[config.mk]
export PLATFORM = sky130hd
export DESIGN_NAME = instruction_fetch
export DESIGN_NICKNAME = d
export VERILOG_FILES = /design/src/rapid_pkg.sv /design/src/instruction_fetch.sv
export SDC_FILE = /design/constraint.sdc
export NUM_CORES = 1
export LEC_CHECK = 0
export ABC_AREA = 1
export BUFFER_PORTS_ARGS = -buffer_cell sky130_fd_sc_hd__buf_2
export CAP_MARGIN = 10
export CORE_MARGIN = 8
export CORE_UTILIZATION = 30
export CTS_CLUSTER_SIZE = 20
export DETAILED_ROUTE_END_ITERATION = 7
export PLACE_DENSITY = 0.62
export SETUP_SLACK_MARGIN = 0.2
export SYNTH_ARGS = -nofsm -noshare
export SYNTH_HDL_FRONTEND = slang
export SYNTH_SLANG_ARGS = --single-unit
[constraint.sdc]
create_clock -name i_clk -period 3 [get_ports i_clk]
set_input_delay 0.3 -clock i_clk [delete_from_list [all_inputs] [get_ports i_clk]]
set_output_delay 0.3 -clock i_clk [all_outputs]
set_load 0.01 [all_outputs]
[src/rapid_pkg.sv]
package rapid_pkg;

    //////////////////////////////////////////////////////////////////////
    // Core-wide constants
    //////////////////////////////////////////////////////////////////////

    // Data and address width of the core
    localparam int XLEN = 32;

    // Byte step between two sequential instructions
    localparam int WORD_WIDTH = 4;

    // Program counter value out of reset
    localparam logic [XLEN-1:0] RESET_VECTOR = 32'h0000_0000;

    // Fetch stops for good once this word has been handed off
    localparam logic [XLEN-1:0] HALT_INSTR = 32'h0010_0073;

    //////////////////////////////////////////////////////////////////////
    // Fetch FSM
    //////////////////////////////////////////////////////////////////////

    typedef enum logic [1:0] {
        FETCH,  // request is out and the cache answer is pending
        WAIT,   // instruction held until the next stage takes it
        NEXT,   // program counter settled and the request goes out next
        HALT    // halt word delivered so nothing more is fetched
    } if_state_t;

endpackage

[src/instruction_fetch.sv]
`timescale 1ns/1ps

module instruction_fetch
    import rapid_pkg::*;
(
    input  logic            i_clk,
    input  logic            i_reset,

    // Next stage handshake
    input  logic            i_ready,
    input  logic            i_redirect,
    input  logic [XLEN-1:0] i_redirect_pc,
    output logic            o_valid,
    output logic [XLEN-1:0] o_pc,
    output logic [XLEN-1:0] o_instruction,
    output logic            o_halted,

    // Cache request channel
    output logic            o_cache_req,
    output logic [XLEN-1:0] o_cache_addr,
    input  logic            i_cache_done,
    input  logic [XLEN-1:0] i_cache_data
);

    if_state_t       state;

    // Program counter of the instruction being fetched or held
    logic [XLEN-1:0] pc;
    logic [XLEN-1:0] next_pc;
    logic            transfer;

    // Handoff happens when both sides agree
    assign transfer = o_valid & i_ready;

    // Redirect wins over the sequential step
    always_comb begin
        if (i_redirect) begin
            // Keep the target even
            next_pc = {i_redirect_pc[XLEN-1:1], 1'b0};
        end else begin
            next_pc = pc + XLEN'(WORD_WIDTH);
        end
    end

    //////////////////////////////////////////////////////////////////////
    // Fetch FSM
    //////////////////////////////////////////////////////////////////////

    always_ff @(posedge i_clk or posedge i_reset) begin
        if (i_reset) begin
            // Start in NEXT so the first request goes out right away
            state       <= NEXT;
            pc          <= RESET_VECTOR;
            o_valid     <= 1'b0;
            o_halted    <= 1'b0;
            o_cache_req <= 1'b0;
        end else begin
            // Request strobe lasts one cycle
            o_cache_req <= 1'b0;
            case (state)
                NEXT: begin
                    state       <= FETCH;
                    o_cache_req <= 1'b1;
                end
                FETCH: begin
                    if (i_cache_done) begin
                        state   <= WAIT;
                        o_valid <= 1'b1;
                    end
                end
                WAIT: begin
                    // Outputs stay put until the next stage takes them
                    if (transfer) begin
                        o_valid <= 1'b0;
                        if (o_instruction == HALT_INSTR) begin
                            state    <= HALT;
                            o_halted <= 1'b1;
                        end else begin
                            state <= NEXT;
                            pc    <= next_pc;
                        end
                    end
                end
                HALT: begin
                    // Only reset leaves here
                    state <= HALT;
                end
                default: state <= NEXT;
            endcase
        end
    end

    // Instruction register loads on cache done
    always_ff @(posedge i_clk) begin
        if ((state == FETCH) && i_cache_done) begin
            o_instruction <= i_cache_data;
        end
    end

    assign o_pc         = pc;
    assign o_cache_addr = pc;

endmodule

==> flow_summary.ini, run 1 <==
[status]
status = finished, final reports clean

[clock_tree]
clockRootBuffer = clkbuf_16
cts.sink_count = 68
cts_max_path_buffers = 2
clk_latency_ns = 0.33
cts-resized-gates = 0
postCtsSetupRepairBufs = 0
cts_hold_buf = 0
htreeDepth = 3
clk_pin_slew_ns = 0.06
cts_tree = built
cts_buffers = 9

[yosys]
netlist.area_leader.share_pct = 23.2
syn_area_um2 = 4150
synth_common_cells = nand2_1 (214), nor2_1 (92), inv_1 (52)
synthMostInstantiatedCell = nand2_1
netlist_top_cells_area = edfxtp_1 (23%), dfrtp_1 (21%), nand2_1 (19%)
synth.avg_cell_area_um2 = 7.33
ys_warn_count = 0
ys_seq_elements = 68
yosysUniqueCellTypes = 32
postSynthCellCount = 566
synthFlopType = dfrtp_1
synth_edf_count = 32
ys_seq_area_share_pct = 44.9
yosys.area.top_type = edfxtp_1
async_reset_ff_share_pct = 52.9

[placement]
place_ws_ns = 1.27
io_buffers = 164
routabilityCongestion = 0.804
dp.cells = 870
dpl.hpwl_mm = 9.44

[worst_setup_path]
worstPathMaxFanout = 42
start_kind = flip-flop
path_cells = inv_1 -> nand2_1 -> nor2_1 -> nand2_1 -> nor2_1 -> nand2_1 -> nand2_1 -> buf_4 -> nor2_1 -> nand2_1 -> nand2_1
worst_setup_path_end_kind = flip-flop
regToRegStartpoint = o_instruction[21]
crit_start = o_instruction[21]
r2r_slack_ns = 1.28
cp_data_arrival_time_ns = 1.94
required_ns = 3.23
slowest_delay_ns = 0.41
crit_type = flip-flop to flip-flop
slowest_stage = edfxtp_1
cp-endpoint = o_cache_addr[30]
regToRegEndpoint = o_cache_addr[30]
reg2regPathDepth = 11
critPathMostFrequentCell = nand2_1

[timing]
rsz0062_at_grt = no
slew_violations = 0
tightestPinTransition_ns = 0.774
setup_tns_ns = 0
finalCriticalPeriod_ns = 1.72
period_share_pct = 57.2
max_freq_mhz = 582
fin_worst_skew_ns = 0.00593
setup_viol = 0
hold_viol_final = 0
slew_headroom_pct = 48.3
setup_slack_ns = 1.28

[routing]
first_pass_iters = 4
vias = 3784
avgViaCountPerCell = 4.27
first_iter_violations = 278
postRouteAntennaNets = 0
wl_per_cell_um = 13.5
drc_errors = 0
drt-total-wl_mm = 12.0

[finish]
num-nets-final = 771
antenna_cells = 0
fillCellCount = 1476
drive_gt1_share_pct = 29.5
syn_to_final_growth_pct = 25.0
fin_cells = 886

[power_and_ir_drop]
p_leak_nw = 2.67
p_per_area_nw_per_um2 = 823
clockPowerShare_pct = 22.5
intPower_mw = 2.48
swShare_pct = 41.9
p_comb_share_pct = 37.7
switchingPower_mw = 1.79
p_seq_share_pct = 39.8
irDropWorstVdd_uv = 330

[die]
die_area_um2 = 17900
core_area_um2 = 13700
io_pins = 168
die_h_um = 134
die_w_um = 134
initial_core_util_pct = 30.3
placementRows = 43

[global_route]
overflow = 0
grt_max_degree = 47
grt_pass1_vias = 3652
track_usage_pct = 13.5
antenna_found_initial = 0
grt_first_pass_wirelength_mm = 19.2

[flow_run]
drv_cap = 0

[min_path]
hp-class = primary input to async pin
==> cells by family (layout without fill, tap and decap cells) <==
kind of cell,count (synthesis),in the layout,synth area share (%)
and+or+nand+nor,374,374,39.0
buffers and inverters,99,238,12.5
DFF,68,68,44.9
AOI/OAI and AO/OA,21,21,2.80
xor gates and xnor gates,2,2,0.422
adders and majority gates,1,1,0.301
other,1,2,0.0904
==> critical path, delay by kind of cell (launching register included) <==
| kind | cells | cell delay, ns |
|---|---|---|
| AND/OR/NAND/NOR | 9 | 0.76 |
| buffers and inverters | 2 | 0.43 |
| flip-flops | 1 | 0.41 |
==> through the flow <==
step / area (um^2) / utilization (%) / hold slack, ns / total power, mW
after detailed placement: 4920 / 35.9 / 0.425 / 3.37
after CTS: 5190 / 37.8 / 0.0854 / 4.35
after global placement: 4920 / 35.9 / 0.428 / 3.34
final: 5190 / 37.8 / 0.0636 / 4.27
after global routing: 5190 / 37.8 / 0.114 / 4.62
after floorplan: 4150 / - / 0.399 / 2.84
==> power by group through the flow <==
stage               combinational, mW  sequential, mW  clock [mW]
floorplan                        1.09            1.76           0
global placement                 1.62            1.71           0
detailed placement               1.64            1.72           0
CTS                              1.65            1.71       0.994
global route                     1.82            1.77        1.03
finish                           1.61            1.70       0.960
==> worst min-delay path by stage <==
stage,startpoint,cells after the start,to
after floorplan,i_cache_data[0],0,o_instruction[0]
after global placement,state[0],1,o_cache_req
after detailed placement,state[0],1,o_cache_req
after CTS,i_reset,3,o_cache_addr[1]
after global routing,i_reset,3,o_cache_addr[1]
final,i_reset,3,o_cache_addr[2]
==> layout by cell type, fill, tap and decap left out <==
cell        count
nand2_4         2
clkbuf_16       9
clkinv_2        1
dfstp_2         1
a21oi_1         1
edfxtp_1       32
inv_2           2
ha_1            1
o21ai_0        15
nand3_1        41
conb_1          2
inv_1          52
clkinvlp_4      2
nor2_1         91
clkinv_1        1
xnor2_1         1
nor2_8          3
nor3_1          1
nand3_2         1
xor2_1          1
o21bai_1        4
dfrtp_1        35
clkbuf_1        1
or2_2           1
nand2_2         5
clkinv_4        2
nand4_1         2
nand2_8         1
and2_1          2
nor2_4          6
nand2_1       214
nor2_2          4
buf_4           4
a31oi_1         1
buf_2         164
==> area by class of cell <==
class                   count  area [um^2]  share of cell area, %
inverters                  54          203                   3.91
multi-input cells         400         1780                   34.2
flip-flops and latches     68         1860                   35.9
clock buffers              10          229                   4.41
well taps                 180          225                   4.34
clock inverters             6         41.3                  0.796
repair buffers            168          851                   16.4
==> registers in the layout, indices dropped and copies added, names as in the netlist <==
| signal | cells |
|---|---|
| o_valid | 1 |
| state | 2 |
| o_cache_req | 1 |
| o_halted | 1 |
| o_instruction | 32 |
| o_cache_addr | 31 |
==> metal layers <==
| layer | part of all wire [%] | routed length [um] | track usage [%] | vias to the layer above |
|---|---|---|---|---|
| li1 | - | - | - | 1988 |
| met3 | 5.3 | 641 | 2.64 | 14 |
| met1 | 44 | 5310 | 16.9 | 1687 |
| met2 | 49 | 5830 | 22.1 | 95 |
| met4 | 1.8 | 221 | 5.68 | 0 |
| met5 | 0 | 0 | 0 | - |
No activity file was read; power rests on OpenSTA's default activity.
==> run 2: changes to the inputs <==
Settings changed: ABC_AREA 1 to 0, PLACE_DENSITY 0.62 to 0.64.
Clock period 3 ns to 1.7 ns, I/O delays scaled along.
==> run 2 against run 1 <==
  * The run now ends with setup timing left
  * Via count is 10% lower
  * Synthesized cell count is 40% lower
  * Sequential cell count stayed put
  * Critical path type unchanged
  * Clock-buffer cell count stayed put
  * Critical endpoint is now o_cache_addr[8]
  * Combinational power is 130% higher
  * Largest cell class unchanged
  * Highest routed layer is now met5
  * Final area is 3.4% higher
  * Worst setup slack worse by 1.6 ns
  * Clock skew is 0.0026 ns higher
  * Non-clock buffer count is 70 higher
  * Clock power is 140% higher
  * Power is 100% higher
  * Register-to-register slack worse by 1.6 ns
==> flow_summary.ini, run 2 <==
[status]
status = complete, but fails checks
violations = setup timing

[finish]
drive_gt1_share_pct = 55.1
fillCellCount = 1072
num-nets-final = 606
layout_common_cells = buf_2 (164), buf_4 (65), edfxtp_1 (32), nor2_1 (27), dfrtp_1 (26)
antenna_cells = 0
seqCellArea_um2 = 1870
final_common_cell = buf_2
fin_area_um2 = 5370
largest_register_ffs = 32
syn_to_final_growth_pct = 52.9
multi_input_area_um2 = 1470
regMostFlops = o_instruction
final_util_pct = 47.0

[placement]
place_area_um2 = 4900
routabilityCongestion = 0.796
dpl.hpwl_mm = 8.71
place_ws_ns = -0.313
io_buffers = 164

[yosys]
async_reset_ff_share_pct = 52.9
postSynthCellCount = 337
ys_warn_count = 0
synth.avg_cell_area_um2 = 10.4
netlist_top_cells_area = edfxtp_1 (27%), dfrtp_1 (25%), buf_4 (7.1%)
yosys.area.top_type = edfxtp_1
synthMostInstantiatedCell = dfrtp_1
synthFlopType = dfrtp_1
ys_seq_elements = 68
netlist.area_leader.share_pct = 27.4
ys_seq_area_share_pct = 53.1
yosysUniqueCellTypes = 50
synth_edf_count = 32
syn_area_um2 = 3510
synth_common_cells = dfrtp_1 (35), buf_4 (33), o21ai_0 (33)

[worst_setup_path]
start_kind = flip-flop
cp_data_arrival_time_ns = 2.19
path_cells = or4_4 -> nor4_4 -> a21o_2 -> buf_12 -> a21oi_1 -> o22a_1
slowest_stage = or4_4
required_ns = 1.91
worstPathMaxFanout = 14
slowest_delay_ns = 0.55
crit_type = flip-flop to flip-flop
worst_setup_path_end_kind = flip-flop

[routing]
avgViaCountPerCell = 4.97
drc_errors = 0
vias = 3398
postRouteAntennaNets = 0
first_iter_violations = 236
wl_per_cell_um = 16.4
first_pass_iters = 4
drt-total-wl_mm = 11.2

[clock_tree]
htreeDepth = 3
cts_tree = built
clk_pin_slew_ns = 0.05
clockRootBuffer = clkbuf_16
cts_max_path_buffers = 2
cts.sink_count = 68
clk_latency_ns = 0.33
cts_buffers = 9

[die]
core_area_um2 = 11400
placementRows = 39
die_area_um2 = 15400
die_h_um = 124
initial_core_util_pct = 30.7
io_pins = 168
die_w_um = 124

[min_path]
hp-class = primary input to flip-flop

[timing]
hold_viol_final = 0
fin_worst_skew_ns = 0.00848
whs_ns = 0.0150
setup_tns_ns = -7.07
setup_slack_ns = -0.276
period_share_pct = 116
setup_viol = 31
slew_violations = 0
rsz0062_at_grt = yes
finalCriticalPeriod_ns = 1.98
max_freq_mhz = 506

[global_route]
grt_max_degree = 59
grt_first_pass_wirelength_mm = 17.4
overflow = 0
track_usage_pct = 14.6
grt_pass1_vias = 3561
antenna_found_initial = 1

[power_and_ir_drop]
p_per_area_nw_per_um2 = 1620
intPower_mw = 5.62
swShare_pct = 35.2
switchingPower_mw = 3.05
p_leak_nw = 2.36
p_seq_share_pct = 30.6
clockPowerShare_pct = 27.0
p_comb_share_pct = 42.3
irDropWorstVdd_uv = 939

[flow_run]
drv_cap = 0
[run 2: cell types whose count changed in the layout (fill, tap and decap cells not counted), moves of 7 or more]
cell,delta
a21oi_1,+19
and3_1,+7
buf_4,+61
dfrtp_1,-9
dfrtp_2,+9
inv_1,-49
nand2_1,-195
nand3_1,-31
nor2_1,-64
o21ai_1,+19
[run 2: cells by family after synthesis]
group                    share of synthesized area, %
multiplexers                                    0.606
other                                           0.107
AND/OR/NAND/NOR                                  17.4
AO/OA/AOI/OAI                                    17.9
buffers and inverters                            10.6
adder cells (fa/ha/maj)                         0.356
flip-flops                                       53.1
[run 2: path summary, 6_finish.rpt]
kind | from | end | slack (ns) | cells after the start
worst max-delay path | o_instruction[15] | o_cache_addr[8] | -0.28 | 6
worst min-delay path | i_cache_data[20] | o_instruction[20] | 0.01 | 1
worst max register to register | o_instruction[15] | o_cache_addr[8] | -0.28 | 6
worst min register to register | o_halted | o_halted | 0.49 | 1
max in group asynchronous | i_reset | o_cache_addr[10] | 0.82 | 4
min in group asynchronous | i_reset | o_cache_addr[5] | 0.50 | 4
[run 2: repair_timing]
item                                   in CTS  in global routing
hold buffers                                1                  1
buffers inserted                            2                  0
endpoints found under the hold margin      35                  1
resized for setup                           6                  6
pin swaps                                   6                  4
setup endpoints to repair                  33                 33
[run 2: critical path, delay by kind of cell (launching register included)]
kind,cells,cell delay [ns]
AND/OR/NAND/NOR,2,0.89
flip-flops,1,0.38
AO/OA/AOI/OAI,3,0.45
buffers and inverters,1,0.15
[run 2: power by group through the flow]
stage | Sequential [mW] | Clock, mW | Combinational, mW
4_1_cts | 2.66 | 2.39 | 3.71
2_1_floorplan | 3.10 | 0 | 1.71
3_5_place_dp | 2.67 | 0 | 3.66
6_report | 2.66 | 2.35 | 3.67
3_3_place_gp | 2.65 | 0 | 3.60
5_1_grt | 2.72 | 2.44 | 4.00
[run 2: final cells by class]
type                    count  share of cell area, %
flip-flops and latches     68                   34.9
multi-input cells         216                   27.3
repair buffers            238                   27.2
clock buffers              10                   4.45
well taps                 143                   3.33
clock inverters             6                   2.52
inverters                   3                  0.210
[run 2: metal layers]
metal / global-route usage (%) / up-vias / part of all wire [%]
met5: 0 / - / 0.071
met4: 5.35 / 2 / 1.4
met3: 5.08 / 12 / 11
met2: 23.8 / 166 / 47
met1: 17.3 / 1580 / 41
li1: - / 1638 / -
[run 2: per-stage QoR]
step	power [mW]	instances
2_1_floorplan	4.81	338
3_3_place_gp	6.25	664
3_5_place_dp	6.33	664
4_1_cts	8.76	683
5_1_grt	9.17	684
6_report	8.67	684
