### src/rapid_pkg.sv
package rapid_pkg;

    //////////////////////////////////////////////////////////////////////
    // Core-wide constants
    //////////////////////////////////////////////////////////////////////

    // Data and address width of the core
    localparam int XLEN = 32;

    // Byte step between two sequential instructions
    localparam int WORD_WIDTH = 4;

    // Program counter value out of reset
    localparam logic [XLEN-1:0] RESET_VECTOR = 32'h0000_0000;

    // Fetch stops for good once this word has been handed off
    localparam logic [XLEN-1:0] HALT_INSTR = 32'h0010_0073;

    //////////////////////////////////////////////////////////////////////
    // Fetch FSM
    //////////////////////////////////////////////////////////////////////

    typedef enum logic [1:0] {
        FETCH,  // request is out and the cache answer is pending
        WAIT,   // instruction held until the next stage takes it
        NEXT,   // program counter settled and the request goes out next
        HALT    // halt word delivered so nothing more is fetched
    } if_state_t;

endpackage

### src/icache_pkg.sv
package icache_pkg;

    //////////////////////////////////////////////////////////////////////
    // Cache geometry
    //////////////////////////////////////////////////////////////////////

    // Direct mapped with one word per line
    localparam int CACHE_LINES = 16;
    localparam int INDEX_BITS  = 4;

    // Whatever is left above the index and the byte offset
    localparam int TAG_BITS = rapid_pkg::XLEN - INDEX_BITS - 2;

    //////////////////////////////////////////////////////////////////////
    // Instruction memory
    //////////////////////////////////////////////////////////////////////

    // Depth in words and the width of a word index
    localparam int MEM_WORDS     = 256;
    localparam int MEM_ADDR_BITS = 8;

    // Cycles from an accepted read to the response pulse
    localparam int MEM_LATENCY = 4;

    // Width of the latency down-counter
    localparam int LAT_CNT_BITS = $clog2(MEM_LATENCY + 1);

    // Cache controller states
    typedef enum logic [1:0] {
        IDLE,
        LOOKUP,
        REFILL_REQ,
        REFILL_WAIT
    } cache_state_t;

endpackage

### src/i_cache.sv
`timescale 1ns/1ps

module i_cache
    import rapid_pkg::*, icache_pkg::*;
(
    input  logic                     i_clk,
    input  logic                     i_reset,

    // Fetch side, one cycle strobe in and one cycle done out
    input  logic                     i_req,
    input  logic [XLEN-1:0]          i_address,
    output logic                     o_done,
    output logic [XLEN-1:0]          o_data,

    // Refill request toward memory
    output logic                     o_mem_req_valid,
    input  logic                     i_mem_req_ready,
    output logic [MEM_ADDR_BITS-1:0] o_mem_req_addr,

    // Refill response, always accepted
    input  logic                     i_mem_rsp_valid,
    input  logic [XLEN-1:0]          i_mem_rsp_data
);

    cache_state_t              state;
    cache_state_t              next_state;

    // Word address of the current request, byte offset dropped
    logic [XLEN-1:2]           addr_q;

    // Line storage
    logic [XLEN-1:0]           data_arr  [0:CACHE_LINES-1];
    logic [TAG_BITS-1:0]       tag_arr   [0:CACHE_LINES-1];
    logic [CACHE_LINES-1:0]    valid_arr;

    // Address fields
    logic [INDEX_BITS-1:0]     index;
    logic [TAG_BITS-1:0]       tag;
    logic                      hit;
    logic                      fill;

    assign index = addr_q[INDEX_BITS+1:2];
    assign tag   = addr_q[XLEN-1:INDEX_BITS+2];

    // Stored tag must match and the line must be live
    assign hit  = valid_arr[index] & (tag_arr[index] == tag);

    // Refill word arrives
    assign fill = (state == REFILL_WAIT) & i_mem_rsp_valid;

    //////////////////////////////////////////////////////////////////////
    // Controller
    //////////////////////////////////////////////////////////////////////

    always_comb begin
        next_state = state;
        case (state)
            IDLE: begin
                if (i_req) begin
                    next_state = LOOKUP;
                end
            end
            LOOKUP: begin
                // Hit finishes here, miss goes to memory
                if (hit) begin
                    next_state = IDLE;
                end else begin
                    next_state = REFILL_REQ;
                end
            end
            REFILL_REQ: begin
                if (i_mem_req_ready) begin
                    next_state = REFILL_WAIT;
                end
            end
            REFILL_WAIT: begin
                // Back to LOOKUP, which now hits on the fresh line
                if (i_mem_rsp_valid) begin
                    next_state = LOOKUP;
                end
            end
            default: next_state = IDLE;
        endcase
    end

    always_ff @(posedge i_clk or posedge i_reset) begin
        if (i_reset) begin
            state <= IDLE;
        end else begin
            state <= next_state;
        end
    end

    // Request address is held for the whole access
    always_ff @(posedge i_clk) begin
        if ((state == IDLE) && i_req) begin
            addr_q <= i_address[XLEN-1:2];
        end
    end

    //////////////////////////////////////////////////////////////////////
    // Line update
    //////////////////////////////////////////////////////////////////////

    // Payload arrays
    always_ff @(posedge i_clk) begin
        if (fill) begin
            data_arr[index] <= i_mem_rsp_data;
            tag_arr[index]  <= tag;
        end
    end

    // Valid bits, all lines empty after reset
    always_ff @(posedge i_clk or posedge i_reset) begin
        if (i_reset) begin
            valid_arr <= '0;
        end else if (fill) begin
            valid_arr[index] <= 1'b1;
        end
    end

    // Outputs
    assign o_done          = (state == LOOKUP) & hit;
    assign o_data          = data_arr[index];
    assign o_mem_req_valid = (state == REFILL_REQ);
    assign o_mem_req_addr  = addr_q[MEM_ADDR_BITS+1:2];  // memory is word addressed

endmodule

### config.mk
export PLATFORM = sky130hd
export DESIGN_NAME = i_cache
export DESIGN_NICKNAME = d
export VERILOG_FILES = /design/src/rapid_pkg.sv /design/src/icache_pkg.sv /design/src/i_cache.sv
export SDC_FILE = /design/constraint.sdc
export NUM_CORES = 1
export LEC_CHECK = 0
export ABC_CLOCK_PERIOD_IN_PS = 7900
export BUFFER_PORTS_ARGS = -buffer_cell sky130_fd_sc_hd__buf_2
export CAP_MARGIN = 0
export CORE_ASPECT_RATIO = 1.2
export CORE_UTILIZATION = 62
export CTS_BUF_LIST = sky130_fd_sc_hd__clkbuf_16
export DETAILED_ROUTE_END_ITERATION = 10
export GPL_TIMING_DRIVEN = 0
export PLACE_DENSITY_LB_ADDON = 0.12
export SETUP_SLACK_MARGIN = 0.4
export SYNTH_ARGS = -nofsm -noshare
export SYNTH_HDL_FRONTEND = slang
export SYNTH_SLANG_ARGS = --single-unit
export TNS_END_PERCENT = 5
### constraint.sdc
create_clock -name i_clk -period 7.9 [get_ports i_clk]
set_input_delay 1.58 -clock i_clk [delete_from_list [all_inputs] [get_ports i_clk]]
set_output_delay 1.58 -clock i_clk [all_outputs]
set_load 0.02 [all_outputs]
==> insert_results.sql, run 1 <==
INSERT INTO impl_metrics (metric_group, metric, value, unit) VALUES
('run_status', 'status', 'finished clean', ''),
('grt', 'grt_usage', '28.8', '%'),
('critical_path', 'setup_slack_on_the_worst_flop_to_flop_path', '3.93', 'ns'),
('die', 'pin_count', '111', ''),
('power', 'gate_power_share', '19.5', '%'),
('grt', 'wire_length_of_the_first_global_routing_pass', '123', 'mm'),
('critical_path', 'crit_path_top_delay_cell', 'sky130_fd_sc_hd__clkbuf_1', ''),
('power', 'switching_share', '26.1', '%'),
('synth', 'post_synth_inst_count', '1559', ''),
('critical_path', 'timing.critical_path.arrival', '4.71', 'ns'),
('clock_network', 'cts-hold-fix-buffers', '0', ''),
('route', 'post-route-drc-count', '0', ''),
('timing', 'final_max_slew_viol_count', '0', ''),
('die', 'placeableCoreArea', '0.0596', 'mm2'),
('route', 'dr.pass1.iters', '5', ''),
('route', 'detailroute.via_count', '17600', ''),
('route', 'viasPerCell', '6.53', ''),
('final_layout', 'nNetsFinal', '1898', ''),
('clock_network', 'cts_made_buffers', '91', ''),
('synth', 'syn-mean-instance-area', '24.0', 'um2'),
('timing', 'finalSetupTns', '0', 'ns'),
('synth', 'synth.lib_cells_used.distinct', '47', ''),
('placed_design', 'numPlacedInstances', '2532', ''),
('die', 'floorplan.rows', '98', ''),
('power', 'power.static_leakage', '14.0', 'nW'),
('placed_design', 'dpl-instance-area', '0.0401', 'mm2'),
('synth', 'postSynthRegisterBits', '980', ''),
('critical_path', 'timing.critical_path.cells', 'buf_4 > buf_6 > buf_4 > buf_2 > clkbuf_1 > clkbuf_1 > mux4_2 > mux4_2 > buf_2', ''),
('timing', 'clock_skew', '0.0271', 'ns'),
('die', 'fp.dieH', '271', 'um'),
('clock_network', 'post_cts.repair.setup_buffers', '0', ''),
('critical_path', 'path_max_fanout', '10', ''),
('synth', 'synth-edff-count', '958', ''),
('synth', 'netlist_area_pre_place', '0.0374', 'mm2'),
('grt', 'globalRouteOverflowTotal', '0', ''),
('power', 'maximum_ir_drop_on_the_vdd_rail', '0.259', 'mV'),
('final_layout', 'drive_above_1_share', '34.9', '%'),
('critical_path', 'worst_setup_path_end_kind', 'primary output', ''),
('final_layout', 'layout.cell_area.non_filler', '0.0430', 'mm2'),
('die', 'fp.dieArea', '0.0613', 'mm2'),
('timing', 'period_share', '79.7', '%'),
('route', 'ant_nets', '0', ''),
('placed_design', 'hpwl', '52.3', 'mm'),
('clock_network', 'clock_tree_from_tritoncts', 'done', ''),
('placed_design', 'port_buffers', '108', ''),
('synth', 'post-synth-top-area-cell', 'sky130_fd_sc_hd__edfxtp_1', ''),
('clock_network', 'cts_clk_pin_slew_worst_paths', '0.05', 'ns'),
('critical_path', 'worstSetupPathType', 'reg2out', ''),
('clock_network', 'htree_num_levels', '3', ''),
('clock_network', 'clock_path_buffers', '3', ''),
('worst_hold_path', 'worstHoldPathType', 'reg2reg', ''),
('synth', 'sequential_cell_area_fraction_in_the_yosys_report', '78.3', '%'),
('synth', 'synth_largest_type_area_fraction', '76.9', '%'),
('grt', 'initial_antenna_violation_count', '0', ''),
('critical_path', 'cp.required', '6.32', 'ns'),
('final_layout', 'final_cell_count_no_fill', '2692', ''),
('synth', 'dominantRegCellSynth', 'sky130_fd_sc_hd__edfxtp_1', ''),
('grt', 'number_of_global_route_vias_before_repair', '18500', ''),
('timing', 'setup_viol', '0', ''),
('final_layout', 'syn_to_final_growth', '15.1', '%'),
('worst_hold_path', 'hold_depth', '1', ''),
('power', 'net-switching-power', '3.36', 'mW'),
('route', 'average_routed_wire_per_standard_cell', '31.5', 'um'),
('critical_path', 'count_of_buffering_cells_on_the_critical_path_with_inverters_included', '7', ''),
('timing', 'max_clock_freq', '0.159', 'GHz'),
('worst_hold_path', 'hold_end', 'valid_arr[15]', ''),
('power', 'power_frac_clock', '33.6', '%'),
('critical_path', 'worst-r2r-cell-count', '12', ''),
('synth', 'synth_most_common_cell', 'sky130_fd_sc_hd__edfxtp_1', ''),
('route', 'drt_wl_total', '84.7', 'mm'),
('route', 'first_iter_violations', '1950', '');
==> layout make-up <==
cell class	count	area (um2)
clock inverter	67	591
fill	3489	16500
timing repair buffer	173	1610
multi-input combinational	488	7720
clock buffer	93	2330
sequential	980	29300
buffer	81	465
inverter	10	37.5
tap	800	1000
==> logic make-up after synthesis <==
logic type	after synthesis	share of synthesized area [%]
xor gates and xnor gates	35	0.819
DFF	980	78.3
buffers and inverters	91	1.34
adders and majority gates	4	0.134
muxes	322	17.4
AOI/OAI and AO/OA	48	0.910
and+or+nand+nor	79	1.09
==> stage by stage <==
| stage | setup WS [ns] | utilization (%) | total power, mW |
|---|---|---|---|
| global placement | -4.20 | 65.4 | 8.62 |
| floorplan | 1.34 | - | 7.86 |
| detailed placement | 2.25 | 67.3 | 8.69 |
| CTS | 1.49 | 72.2 | 13.0 |
| finish | 1.61 | 72.2 | 12.9 |
| global route | 1.52 | 72.2 | 13.3 |
==> worst max-delay path by stage <==
stage                     cells past startpoint           end
after global routing                          9     o_data[4]
after detailed placement                      9     o_data[4]
after CTS                                     9     o_data[4]
after global placement                        5  valid_arr[0]
after floorplan                               4  valid_arr[0]
final                                         9     o_data[4]
==> sequential cells by signal, summed over array words and instances (netlist names), named ones only <==
register	count
data_arr	512
tag_arr	416
addr_q	30
valid_arr	16
state	2
==> per-layer routing <==
layer  routed length, um  up-vias  GRT usage [%]  part of all wire [%]
met5                   0        -              0                     0
met4                2660        0           10.7                   3.1
met3                6420      169           4.25                   7.6
met2               43700      927           48.1                    52
met1               31900     9304           39.1                    38
li1                    -     7179              -                     -
==> cells in the final DEF (no fill, tap or decap), types with 4 or more instances in the layout <==
cell                         synthesis  routed
sky130_fd_sc_hd__buf_16              0       5
sky130_fd_sc_hd__clkinv_1            0      13
sky130_fd_sc_hd__xnor2_1            21      21
sky130_fd_sc_hd__xor2_1             14      14
sky130_fd_sc_hd__a211oi_1            7       7
sky130_fd_sc_hd__edfxtp_1          958     958
sky130_fd_sc_hd__o22ai_1             5       5
sky130_fd_sc_hd__buf_1              12      12
sky130_fd_sc_hd__nand4_1             5       5
sky130_fd_sc_hd__o21ai_0             7       7
sky130_fd_sc_hd__a221oi_1            4       4
sky130_fd_sc_hd__buf_12              0      27
sky130_fd_sc_hd__mux2i_1            49      49
sky130_fd_sc_hd__nand2b_1            5       5
sky130_fd_sc_hd__buf_8               1       5
sky130_fd_sc_hd__clkbuf_1           14      14
sky130_fd_sc_hd__a21oi_1             7       7
sky130_fd_sc_hd__dfrtp_1            18      18
sky130_fd_sc_hd__clkinv_2            0      16
sky130_fd_sc_hd__buf_2              30     138
sky130_fd_sc_hd__mux4_2            257     257
sky130_fd_sc_hd__or2_2              16      16
sky130_fd_sc_hd__clkbuf_16           0      93
sky130_fd_sc_hd__mux2_2             13      13
sky130_fd_sc_hd__inv_1              10      28
sky130_fd_sc_hd__buf_4              18      18
sky130_fd_sc_hd__nand2_1            13      13
sky130_fd_sc_hd__dfxtp_1             4       4
sky130_fd_sc_hd__bufinv_16           0      11
sky130_fd_sc_hd__clkinvlp_4          0       4
sky130_fd_sc_hd__nor2_1             19       7
sky130_fd_sc_hd__buf_6               6      35
sky130_fd_sc_hd__nor2b_1             4       4
sky130_fd_sc_hd__ha_1                4       4
sky130_fd_sc_hd__o211ai_1            4       4
sky130_fd_sc_hd__nor2_4              0      12
sky130_fd_sc_hd__nor3_2              0       4
==> power groups by stage <==
stage | logic, mW | clock network [mW] | registers [mW]
3_5_place_dp | 2.52 | 0 | 6.17
3_3_place_gp | 2.46 | 0 | 6.16
4_1_cts | 2.54 | 4.37 | 6.06
2_1_floorplan | 1.75 | 0 | 6.11
6_report | 2.51 | 4.33 | 6.06
5_1_grt | 2.65 | 4.54 | 6.08
Power figures use the tool's default switching activity.
==> run 2, diff against run 1 <==
Settings changed: ABC_CLOCK_PERIOD_IN_PS 7900 to 5800.
Clock period 7.9 ns to 5.8 ns, I/O delays scaled along.
==> insert_results.sql, run 2 (synthesized netlist as in run 1, its figures left out) <==
INSERT INTO impl_metrics (metric_group, metric, value, unit) VALUES
('critical_path', 'crit_path_top_delay_cell', 'sky130_fd_sc_hd__mux4_2', ''),
('timing', 'clock_skew', '0.0135', 'ns'),
('route', 'viasPerCell', '6.48', ''),
('die', 'fp.dieH', '271', 'um'),
('critical_path', 'worstSetupStartpointType', 'register', ''),
('critical_path', 'cp.required', '4.64', 'ns'),
('power', 'power.static_leakage', '14.1', 'nW'),
('clock_network', 'cts_clk_pin_slew_worst_paths', '0.06', 'ns'),
('clock_network', 'clock_path_buffers', '3', ''),
('clock_network', 'clock_insertion_delay_worst_skew', '0.64', 'ns'),
('die', 'floorplan.initialDensity', '62.8', '%'),
('worst_hold_path', 'worstHoldPathType', 'reg2reg', ''),
('placed_design', 'dpl_worst_slack', '0.492', 'ns'),
('final_layout', 'core_occupancy_in_the_finished_layout', '72.5', '%'),
('clock_network', 'cts_sinks', '980', ''),
('critical_path', 'path_max_fanout', '10', ''),
('critical_path', 'worstSetupPathType', 'reg2out', ''),
('placed_design', 'hpwl', '51.9', 'mm'),
('route', 'ant_nets', '0', ''),
('timing', 'final_max_slew_viol_count', '0', ''),
('route', 'dr.pass1.iters', '5', ''),
('run_status', 'status', 'finished clean', ''),
('grt', 'wire_length_of_the_first_global_routing_pass', '121', 'mm'),
('final_layout', 'final_cell_count_no_fill', '2684', ''),
('timing', 'final.min_clock_period', '5.31', 'ns'),
('timing', 'setup_ws', '0.492', 'ns'),
('timing', 'setup_repair_after_global_routing_missed_its_margin', 'yes', ''),
('die', 'fp.dieArea', '0.0613', 'mm2'),
('timing', 'period_share', '91.5', '%'),
('die', 'die_w', '226', 'um'),
('flow_run', 'cap_viol_max_count', '0', ''),
('clock_network', 'clock_tree_from_tritoncts', 'done', ''),
('worst_hold_path', 'worstHoldStart', 'valid_arr[2]', ''),
('grt', 'grt_usage', '28.1', '%'),
('route', 'first_iter_violations', '1870', ''),
('clock_network', 'cts_made_buffers', '89', ''),
('route', 'detailroute.via_count', '17400', ''),
('grt', 'pin_count_of_the_biggest_net_entering_global_routing', '31', ''),
('timing', 'worst_slew_pin_slew', '1.08', 'ns'),
('critical_path', 'timing.critical_path.arrival', '4.15', 'ns'),
('final_layout', 'layout_common_cells', 'sky130_fd_sc_hd__edfxtp_1, sky130_fd_sc_hd__mux4_2, sky130_fd_sc_hd__buf_2, sky130_fd_sc_hd__clkbuf_16, sky130_fd_sc_hd__mux2i_1', ''),
('timing', 'setup_viol', '0', ''),
('clock_network', 'root_cell_of_the_clock_tree', 'sky130_fd_sc_hd__clkbuf_16', ''),
('timing', 'max_slew_margin', '28.2', '%'),
('critical_path', 'critical_path_s_most_frequent_cell', 'sky130_fd_sc_hd__buf_2', ''),
('placed_design', 'numPlacedInstances', '2528', ''),
('timing', 'hold_violations', '0', ''),
('critical_path', 'cpPeakStageDelay', '0.55', 'ns'),
('die', 'pin_count', '111', ''),
('power', 'power-per-cell-area', '408', 'mW/mm2'),
('critical_path', 'timing.critical_path.cells', 'buf_4 > buf_6 > buf_4 > buf_2 > buf_2 > clkdlybuf4s15_2 > mux4_2 > mux4_2 > buf_2', ''),
('die', 'placeableCoreArea', '0.0596', 'mm2'),
('route', 'post-route-drc-count', '0', ''),
('placed_design', 'gpl_wtd_cong', '0.752', ''),
('final_layout', 'largest_register_ffs', '512', ''),
('grt', 'initial_antenna_violation_count', '2', ''),
('final_layout', 'fillers', '3422', ''),
('power', 'maximum_ir_drop_on_the_vdd_rail', '0.446', 'mV'),
('final_layout', 'syn_to_final_growth', '15.4', '%'),
('final_layout', 'drive_above_1_share', '35.4', '%'),
('power', 'total_power', '17.6', 'mW'),
('final_layout', 'top_register', 'data_arr', ''),
('critical_path', 'worst_setup_path_end_kind', 'primary output', ''),
('die', 'floorplan.rows', '98', ''),
('grt', 'globalRouteOverflowTotal', '0', ''),
('clock_network', 'cts-hold-fix-buffers', '0', ''),
('route', 'average_routed_wire_per_standard_cell', '30.7', 'um'),
('route', 'drt_wl_total', '82.4', 'mm'),
('final_layout', 'biggestRegsByFlops', 'data_arr: 512 flops, tag_arr: 416 flops, addr_q: 30 flops', ''),
('final_layout', 'layout.cells.most_common', 'sky130_fd_sc_hd__edfxtp_1', ''),
('timing', 'max_clock_freq', '0.188', 'GHz'),
('final_layout', 'nNetsFinal', '1893', ''),
('clock_network', 'htree_num_levels', '3', ''),
('grt', 'number_of_global_route_vias_before_repair', '18200', ''),
('placed_design', 'port_buffers', '108', '');
-- run 2: cell type report --
type,count,area [um2],share of cell area [%]
inverters,10,37.5,0.0869
multi-input cells,488,7720,17.9
plain buffers,81,520,1.21
diodes,2,5.00,0.0116
flip-flops and latches,980,29300,67.8
well taps,800,1000,2.32
repair buffers,170,1640,3.79
clock buffers,95,2380,5.51
clock inverters,58,584,1.35
-- run 2: per-layer routing --
layer / vias up / GRT usage [%] / routed length (um)
met5: - / 0 / 0
met3: 146 / 4.69 / 5600
li1: 7167 / - / -
met2: 758 / 46.5 / 42400
met1: 9318 / 38.6 / 32100
met4: 0 / 9.25 / 2190
-- run 2: power breakdown --
| group | leakage, nW | switching (mW) | total (mW) | internal (mW) |
|---|---|---|---|---|
| clock network | 1.51 | 2.46 | 5.97 | 3.51 |
| logic | 3.70 | 1.84 | 3.41 | 1.57 |
| registers | 8.89 | 0.195 | 8.25 | 8.05 |
-- run 2: stage by stage --
| stage | instance area (um2) | TNS (ns) | hold slack, ns |
|---|---|---|---|
| 2_1_floorplan | 37400 | -19.90 | 0.434 |
| 3_3_place_gp | 39000 | -2518.14 | 0.445 |
| 3_5_place_dp | 40200 | 0 | 0.452 |
| 4_1_cts | 43200 | 0 | 0.467 |
| 5_1_grt | 43200 | 0 | 0.481 |
| 6_report | 43200 | 0 | 0.467 |
-- run 2: worst paths after layout --
path                                end  cells after the start  slack [ns]
max                          o_data[31]                      9        0.49
min                        valid_arr[2]                      1        0.47
max reg2reg                    state[1]                     13        2.31
min reg2reg                valid_arr[2]                      1        0.47
max in group asynchronous  valid_arr[5]                      2        4.76
min in group asynchronous  valid_arr[1]                      2        0.61
-- run 2: worst max-delay path: cells and delay by family (launching register included) --
family	cells	cell delay, ns
buffers and inverters	7	2.24
DFF	1	0.31
muxes	2	0.92
-- run 2: timing repair --
| item | in CTS | in global routing |
|---|---|---|
| setup buffers | 0 | 1 |
| gates resized for setup | 22 | 12 |
| cloned | 0 | 0 |
| pin swaps | 0 | 1 |
| endpoints found under the setup margin | 33 | 29 |
| endpoints found under the hold margin | 0 | 0 |
